--- config.mk ---
export PLATFORM = sky130hd
export DESIGN_NAME = arb_subsys_top
export DESIGN_NICKNAME = d
export VERILOG_FILES = /design/src/common/xfer_pkg.sv /design/src/common/arb_pkg.sv /design/src/hw/arb_subsys_top.sv /design/src/hw/xfer_fifo.sv /design/src/hw/ingress_stage.sv /design/src/arbiter/grant_arbiter.sv /design/src/arbiter/pn_seq_gen.sv
export VERILOG_INCLUDE_DIRS = /design/src /design/src/common
export SDC_FILE = /design/constraint.sdc
export NUM_CORES = 1
export LEC_CHECK = 0
export BUFFER_PORTS_ARGS = -buffer_cell sky130_fd_sc_hd__buf_4
export CAP_MARGIN = 40
export CORE_MARGIN = 1.5
export CORE_UTILIZATION = 45
export DETAILED_ROUTE_END_ITERATION = 8
export GPL_TIMING_DRIVEN = 0
export PLACE_DENSITY = 0.65
export SYNTH_ARGS = -nofsm -noshare
export SYNTH_HDL_FRONTEND = slang
export SYNTH_SLANG_ARGS = --single-unit
--- constraint.sdc ---
create_clock -name clk -period 6.2 [get_ports clk]
set_clock_uncertainty 0.15 [all_clocks]
set_input_delay 0.62 -clock clk [delete_from_list [all_inputs] [get_ports clk]]
set_output_delay 0.62 -clock clk [all_outputs]
set_load 0.05 [all_outputs]
--- src/common/arb_consts.svh ---
`ifndef ARB_CONSTS_SVH
`define ARB_CONSTS_SVH

// Requester word width
`define ARB_PAYLOAD_W 16

`define ARB_FIFO_DEPTH 4
`define ARB_FIFO_PTR_W 2  // log2 of FIFO depth

`endif
--- src/common/xfer_pkg.sv ---
`include "arb_consts.svh"

package xfer_pkg;

  // One word as it leaves the ingress stage
  typedef struct packed {
    logic [1:0]                src;      // Granted port
    logic [`ARB_PAYLOAD_W-1:0] payload;
  } xfer_t;

endpackage

--- src/common/arb_pkg.sv ---
package arb_pkg;

  // Values 6 and 7 are left unnamed and mean idle
  typedef enum logic [2:0] {
    ARB_FIXED0 = 3'd0,
    ARB_FIXED1 = 3'd1,
    ARB_FIXED2 = 3'd2,
    ARB_FIXED3 = 3'd3,
    ARB_RR     = 3'd4,
    ARB_RAND   = 3'd5
  } arb_mode_e;

  typedef logic [3:0] grant_t;  // One-hot, zero when idle

  // Port number of a one-hot grant
  function automatic logic [1:0] grant_idx(grant_t g);
    logic [1:0] idx;
    idx = '0;
    for (int i = 0; i < 4; i++) begin
      if (g[i]) begin
        idx = 2'(i);
      end
    end
    return idx;
  endfunction

endpackage

--- src/hw/arb_subsys_top.sv ---
`include "arb_consts.svh"

module arb_subsys_top (
  input  logic                           clk,
  input  logic                           rst_n,
  input  logic [3:0]                     in_valid,
  output logic [3:0]                     in_ready,
  input  logic [3:0][`ARB_PAYLOAD_W-1:0] in_data,
  input  arb_pkg::arb_mode_e             mode,
  output logic                           out_valid,
  input  logic                           out_ready,
  output xfer_pkg::xfer_t                out_xfer
);

  logic            push_valid;
  logic            push_ready;
  xfer_pkg::xfer_t push_xfer;

  // Slots and arbiter
  ingress_stage u_ingress (
    .clk        (clk),
    .rst_n      (rst_n),
    .in_valid   (in_valid),
    .in_ready   (in_ready),
    .in_data    (in_data),
    .mode       (mode),
    .push_ready (push_ready),
    .push_valid (push_valid),
    .push_xfer  (push_xfer)
  );

  // FIFO head feeds the output stream directly
  xfer_fifo u_fifo (
    .clk        (clk),
    .rst_n      (rst_n),
    .push_valid (push_valid),
    .push_xfer  (push_xfer),
    .push_ready (push_ready),
    .pop_valid  (out_valid),
    .pop_xfer   (out_xfer),
    .pop_ready  (out_ready)
  );

endmodule

--- src/hw/xfer_fifo.sv ---
`include "arb_consts.svh"

module xfer_fifo (
  input  logic            clk,
  input  logic            rst_n,
  input  logic            push_valid,
  input  xfer_pkg::xfer_t push_xfer,
  output logic            push_ready,
  output logic            pop_valid,
  output xfer_pkg::xfer_t pop_xfer,
  input  logic            pop_ready
);

  typedef logic [`ARB_FIFO_PTR_W-1:0] ptr_t;
  typedef logic [`ARB_FIFO_PTR_W:0]   cnt_t;

  xfer_pkg::xfer_t mem [`ARB_FIFO_DEPTH];
  ptr_t            wr_ptr;
  ptr_t            rd_ptr;
  cnt_t            count;
  logic            full;
  logic            do_push;
  logic            do_pop;

  assign full      = (count == cnt_t'(`ARB_FIFO_DEPTH));
  assign pop_valid = (count != '0);
  assign pop_xfer  = mem[rd_ptr];

  // A pop in the same cycle frees a slot for the push
  assign push_ready = ~full | pop_ready;

  assign do_push = push_valid & push_ready;
  assign do_pop  = pop_valid & pop_ready;

  always_ff @(posedge clk or negedge rst_n) begin
    if (!rst_n) begin
      wr_ptr <= '0;
      rd_ptr <= '0;
      count  <= '0;
    end else begin
      if (do_push) begin
        wr_ptr <= wr_ptr + 1'b1;
      end
      if (do_pop) begin
        rd_ptr <= rd_ptr + 1'b1;
      end
      if (do_push && !do_pop) begin
        count <= count + 1'b1;
      end else if (do_pop && !do_push) begin
        count <= count - 1'b1;
      end
    end
  end

  always_ff @(posedge clk) begin
    if (do_push) begin
      mem[wr_ptr] <= push_xfer;
    end
  end

endmodule

--- src/hw/ingress_stage.sv ---
`include "arb_consts.svh"

module ingress_stage (
  input  logic                           clk,
  input  logic                           rst_n,
  input  logic [3:0]                     in_valid,
  output logic [3:0]                     in_ready,
  input  logic [3:0][`ARB_PAYLOAD_W-1:0] in_data,
  input  arb_pkg::arb_mode_e             mode,
  input  logic                           push_ready,
  output logic                           push_valid,
  output xfer_pkg::xfer_t                push_xfer
);

  logic [3:0]                     slot_full;
  logic [3:0][`ARB_PAYLOAD_W-1:0] slot_data;
  logic [3:0]                     accept;
  arb_pkg::grant_t                grant;
  logic [1:0]                     src_idx;

  assign in_ready = ~slot_full;  // Ready only into an empty slot
  assign accept   = in_valid & in_ready;

  grant_arbiter u_arb (
    .clk    (clk),
    .rst_n  (rst_n),
    .req    (slot_full),
    .mode   (mode),
    .enable (push_ready),
    .grant  (grant)
  );

  assign src_idx    = arb_pkg::grant_idx(grant);
  assign push_valid = |grant;

  always_comb begin
    push_xfer.src     = src_idx;
    push_xfer.payload = slot_data[src_idx];
  end

  // Granted slot empties at the push edge
  always_ff @(posedge clk or negedge rst_n) begin
    if (!rst_n) begin
      slot_full <= '0;
    end else begin
      for (int i = 0; i < 4; i++) begin
        if (grant[i]) begin
          slot_full[i] <= 1'b0;
        end else if (accept[i]) begin
          slot_full[i] <= 1'b1;
        end
      end
    end
  end

  always_ff @(posedge clk) begin
    for (int i = 0; i < 4; i++) begin
      if (accept[i]) begin
        slot_data[i] <= in_data[i];
      end
    end
  end

endmodule

--- src/arbiter/grant_arbiter.sv ---
module grant_arbiter (
  input  logic               clk,
  input  logic               rst_n,
  input  logic [3:0]         req,
  input  arb_pkg::arb_mode_e mode,
  input  logic               enable,
  output arb_pkg::grant_t    grant
);

  logic [1:0]      rand_idx;
  logic [1:0]      last_idx;   // Port granted most recently
  arb_pkg::grant_t rr_grant;
  arb_pkg::grant_t sel_grant;

  // Head port first, then the rest in ascending order
  function automatic arb_pkg::grant_t fixed_pri(logic [3:0] r, logic [1:0] head);
    arb_pkg::grant_t g;
    g = '0;
    if (r[head]) begin
      g[head] = 1'b1;
    end else begin
      for (int i = 0; i < 4; i++) begin
        if (r[i] && g == '0) begin
          g[i] = 1'b1;
        end
      end
    end
    return g;
  endfunction

  // Ascending search, wrapping, starting after the last grant
  function automatic arb_pkg::grant_t round_robin(logic [3:0] r, logic [1:0] last);
    arb_pkg::grant_t g;
    logic [1:0]      idx;
    g = '0;
    for (int k = 1; k <= 4; k++) begin
      idx = last + 2'(k);
      if (r[idx] && g == '0) begin
        g[idx] = 1'b1;
      end
    end
    return g;
  endfunction

  pn_seq_gen u_pn (
    .clk      (clk),
    .rst_n    (rst_n),
    .rand_idx (rand_idx)
  );

  assign rr_grant = round_robin(req, last_idx);

  always_comb begin
    case (mode)
      arb_pkg::ARB_FIXED0,
      arb_pkg::ARB_FIXED1,
      arb_pkg::ARB_FIXED2,
      arb_pkg::ARB_FIXED3: sel_grant = fixed_pri(req, mode[1:0]);
      arb_pkg::ARB_RR:     sel_grant = rr_grant;
      arb_pkg::ARB_RAND:   sel_grant = fixed_pri(req, rand_idx);
      default:             sel_grant = '0;  // Idle modes
    endcase
  end

  // No grant while the FIFO cannot take the word
  assign grant = enable ? sel_grant : '0;

  always_ff @(posedge clk or negedge rst_n) begin
    if (!rst_n) begin
      last_idx <= 2'd3;  // Port 0 goes first
    end else if (grant != '0) begin
      last_idx <= arb_pkg::grant_idx(grant);
    end
  end

endmodule

--- src/arbiter/pn_seq_gen.sv ---
module pn_seq_gen (
  input  logic       clk,
  input  logic       rst_n,
  output logic [1:0] rand_idx
);

  logic s1;
  logic s2;
  logic s3;
  logic s0;

  assign s0 = s1 ^ s3;  // Feedback tap

  always_ff @(posedge clk or negedge rst_n) begin
    if (!rst_n) begin
      s1 <= 1'b1;
      s2 <= 1'b0;
      s3 <= 1'b0;
    end else begin
      s1 <= s0;
      s2 <= s1;
      s3 <= s2;
    end
  end

  assign rand_idx = {s3, s2};

endmodule

==> summary.md <==
| Metric | Value |
|---|---|
| Syn. warnings | `0` |
| Startpoint types | `flip-flop` |
| First-pass GRT wire length | `23,100 microns` |
| Hold Slack | `~0.23 ns` |
| Setup Fix Bufs, Post-CTS | `0` |
| RSZ-0062 raised after global routing | `no` |
| Synth unique cells | `between 60 and 70` |
| Worst-path clk slew | `0.06 ns` |
| Leakage | `roughly 3.1 nW` |
| Mapped cell area | `between 0.006 and 0.007 sq mm` |
| # diodes | `0` |
| PwrDens | `582 mW/mm^2` |
| Htree depth | `4` |
| Die ar. | `~0.016 sq mm` |
| Status | `finished clean` |
| Final Slew Violations | `0` |
| I/O pin count | `slightly below 100` |
| Tot GR Track Use | `0.196` |
| Gr ovfl total | `0` |
| DRT Pass-1 Iters | `5` |
| Die Ht | `125 microns` |
| Core Area | `0.0146 sq mm` |
| Initial DRC count | `300` |
| Initial antenna violation count | `0` |
| Die Span X | `125 microns` |
| Post-route setup TNS | `0 ns` |
| Hold Vio Cnt, Final | `0` |
| Max_cap viols | `0` |
| Clock Latency Late Sink | `0.41 ns` |
| TritonCTS clock tree | `yes` |
| CTS resizes | `0` |
| Post-DR vias/cell | `approximately 5.5` |
| CTS Root Cell | `clkbuf_16` |
| Ratio of cells with drive above 1 in the final layout | `0.347` |
| Avg WL per Cell | `19.4 microns` |
| Period minus WS final | `about 5.0 ns` |
| Asr flop ratio synth | `0.105` |
| Syn Nets | `523` |
| Largest net degree at the start of global routing | `17` |
| Antenna viol nets, final | `0` |
| CP max FO | `10` |
| DPL Wire Length | `between 10,000 and 15,000 microns` |
| Slew @ Worst Pin | `0.908 ns` |
| Sequential-to-total area share from yosys stat | `0.666` |
| Clk sink count | `about 150` |
| Synth Instances | `435` |
| Max VDD drop | `0.275 mV` |
| Worst hold-check path type | `primary input to flip-flop` |
| Vias in the first global route | `around 4,200` |
| IO Port Bufs | `between 90 and 100` |
| Area growth syn-to-layout | `24.8%` |
| Gpl congestion | `between 0.8 and 0.9` |
| Most used DFF post-synth | `edfxtp_1` |
| Yosys reg bits | `152` |
| Via count | `4,158` |
| Crit end category | `flip-flop` |
| Post-layout nets | `around 650` |
| Residual DRC | `0` |
| WS Path Type | `flip-flop to flip-flop` |
| Post-CTS Hold Fix Bufs | `1` |
| Initial core utilization | `0.462` |
| Routed WL | `between 10,000 and 15,000 microns` |
| Mean Syn Cell Area | `15.5 sq um` |
| Worst path required time | `about 6.4 ns` |
| Max Freq | `0.199 GHz` |
| Row cnt | `44` |
| Number of CTS-inserted buffers | `17` |
| Post-synth EDFFs | `between 100 and 150` |
| Setup-failing EPs final | `0` |
| CTS max path bufs | `2` |
| Critical Path AT | `about 5.2 ns` |
| Max-Slew Margin vs Limit | `0.392` |
| Fin crit share | `0.811` |
-- layer usage --
layer / global-route usage / part of all wire / vias to the layer above
li1: - / - / 1959
met1: 0.264 / 0.44 / 2035
met2: 0.317 / 0.49 / 142
met3: 0.0398 / 0.047 / 22
met4: 0.0735 / 0.020 / 0
met5: 0 / 0 / -
-- final cells by class --
type / count / area (sq um)
Buffer: 29 / 145
Clock buffer: 18 / 429
Clock inverter: 14 / 181
Fill cell: 1112 / 6170
Inverter: 32 / 120
Multi-Input combinational cell: 222 / 1990
Sequential cell: 152 / 4490
Tap cell: 184 / 230
Timing Repair Buffer: 107 / 831
-- worst max-delay path: stages (launching register included) --
cell and delay, ns:
dfstp_2 0.58, clkbuf_1 0.30, inv_1 0.17, ha_1 0.21, clkbuf_1 0.18, or4_1 0.52, a21boi_1 0.39, a211oi_1 0.17
nand4_1 0.12, o211ai_1 0.16, nor2b_1 0.20, buf_6 0.14, or4b_4 0.54, buf_6 0.15, ha_1 0.20, inv_1 0.07
fa_1 0.40, mux2_2 0.27
-- where the power goes --
group	switching, mW	internal (mW)	leakage, nW
clock network	0.385	0.669	0.298
logic	1.34	0.839	1.42
registers	0.110	1.56	1.42
total	1.83	3.07	3.14
-- kinds of logic (layout without fill, tap and decap cells) --
| family | count (synthesis) | after routing | share of synthesized area |
|---|---|---|---|
| flops | 152 | 152 | 0.666 |
| xor+xnor | 7 | 7 | 0.00910 |
| compound gates | 91 | 91 | 0.107 |
| fa+ha+maj | 14 | 14 | 0.0271 |
| mux | 31 | 31 | 0.0882 |
| simple gates | 79 | 79 | 0.0639 |
| buf+inv | 61 | 200 | 0.0394 |
-- state kept, by name, indices dropped and copies added, names as in the netlist --
register,cells
u_ingress.u_arb.u_pn.s3,1
u_ingress.u_arb.u_pn.s1,1
u_ingress.u_arb.u_pn.s2,1
u_ingress.u_arb.last_idx,2
u_fifo.wr_ptr,2
u_ingress.slot_full,4
u_fifo.mem,72
u_ingress.slot_data,64
u_fifo.count,3
u_fifo.rd_ptr,2
-- through the flow --
step | std cells | setup WS, ns | area (sq um) | utilization | power (mW)
after floorplan | 435 | 1.61 | 6740 | - | 3.22
after global placement | 715 | 1.17 | 7690 | 0.527 | 3.76
after detailed placement | 725 | 1.15 | 7790 | 0.534 | 3.86
after CTS | 758 | 1.14 | 8410 | 0.577 | 4.93
after global routing | 758 | 0.847 | 8410 | 0.577 | 5.15
final | 758 | 1.17 | 8410 | 0.577 | 4.90
-- cells in the mapped netlist (2+ instances only) --
cell type | n | area share
a211o_1 | 3 | 0.0039
o22ai_1 | 3 | 0.0028
o221a_2 | 16 | 0.027
a211oi_1 | 4 | 0.0045
nor2b_1 | 6 | 0.0056
and3_1 | 3 | 0.0028
buf_6 | 4 | 0.0067
or2_2 | 2 | 0.0019
buf_1 | 2 | 0.0011
inv_1 | 32 | 0.018
mux2_2 | 3 | 0.0050
dfstp_2 | 3 | 0.012
nand4_1 | 2 | 0.0019
a21oi_1 | 8 | 0.0059
o2111ai_1 | 2 | 0.0026
a22oi_1 | 2 | 0.0022
nand2b_1 | 2 | 0.0019
xnor2_1 | 4 | 0.0052
clkbuf_1 | 18 | 0.010
dfrtp_1 | 13 | 0.048
and2_1 | 5 | 0.0046
edfxtp_1 | 136 | 0.61
a31oi_1 | 18 | 0.017
nor3_1 | 17 | 0.013
or3_1 | 2 | 0.0019
mux4_2 | 22 | 0.074
nor3b_1 | 3 | 0.0033
o21ai_0 | 10 | 0.0074
mux2i_1 | 5 | 0.0074
o211ai_1 | 6 | 0.0067
buf_2 | 5 | 0.0037
xor2_1 | 3 | 0.0039
nor2_1 | 15 | 0.0084
o21a_1 | 2 | 0.0022
nand3_1 | 3 | 0.0022
ha_1 | 13 | 0.024
nand2_1 | 10 | 0.0056
o21bai_1 | 2 | 0.0022
-- cells in the final DEF, fill, tap and decap left out, types with 4 or more instances in the layout --
master / synthesis / final
a211oi_1: 4 / 4
xnor2_1: 4 / 4
and2_1: 5 / 5
o221a_2: 16 / 16
o21ai_0: 10 / 10
ha_1: 13 / 13
nor2b_1: 6 / 5
clkbuf_16: 0 / 17
buf_6: 4 / 6
a21oi_1: 8 / 8
bufinv_16: 0 / 4
o211ai_1: 6 / 6
clkbuf_1: 18 / 19
dfrtp_1: 13 / 13
nor3_1: 17 / 17
edfxtp_1: 136 / 136
inv_1: 32 / 32
mux4_2: 22 / 22
buf_2: 5 / 7
nor2_1: 15 / 15
mux2i_1: 5 / 5
buf_4: 0 / 99
a31oi_1: 18 / 18
clkinv_2: 0 / 4
nand2_1: 10 / 10
-- path summary, 6_finish.rpt --
check                                                        startpoint                                 endpoint  slack (ns)  cells after the start
min in group asynchronous                                         rst_n        u_ingress.u_arb.u_pn.s2$_DFF_PN0_        0.48                      2
max in group asynchronous                                         rst_n  u_ingress.u_arb.last_idx[0]$_DFFE_PN1N_        5.15                      2
worst min-delay path                                        in_data[46]        u_ingress.slot_data[46]$_DFFE_PP_        0.23                      1
worst max-delay path            u_ingress.u_arb.last_idx[1]$_DFFE_PN1N_              u_fifo.count[1]$_DFFE_PN0P_        1.17                     17
worst max register to register  u_ingress.u_arb.last_idx[1]$_DFFE_PN1N_              u_fifo.count[1]$_DFFE_PN0P_        1.17                     17
worst min register to register        u_ingress.u_arb.u_pn.s1$_DFF_PN1_        u_ingress.u_arb.u_pn.s2$_DFF_PN0_        0.26                      0
Note: power is estimated with default switching activity, not from simulation.
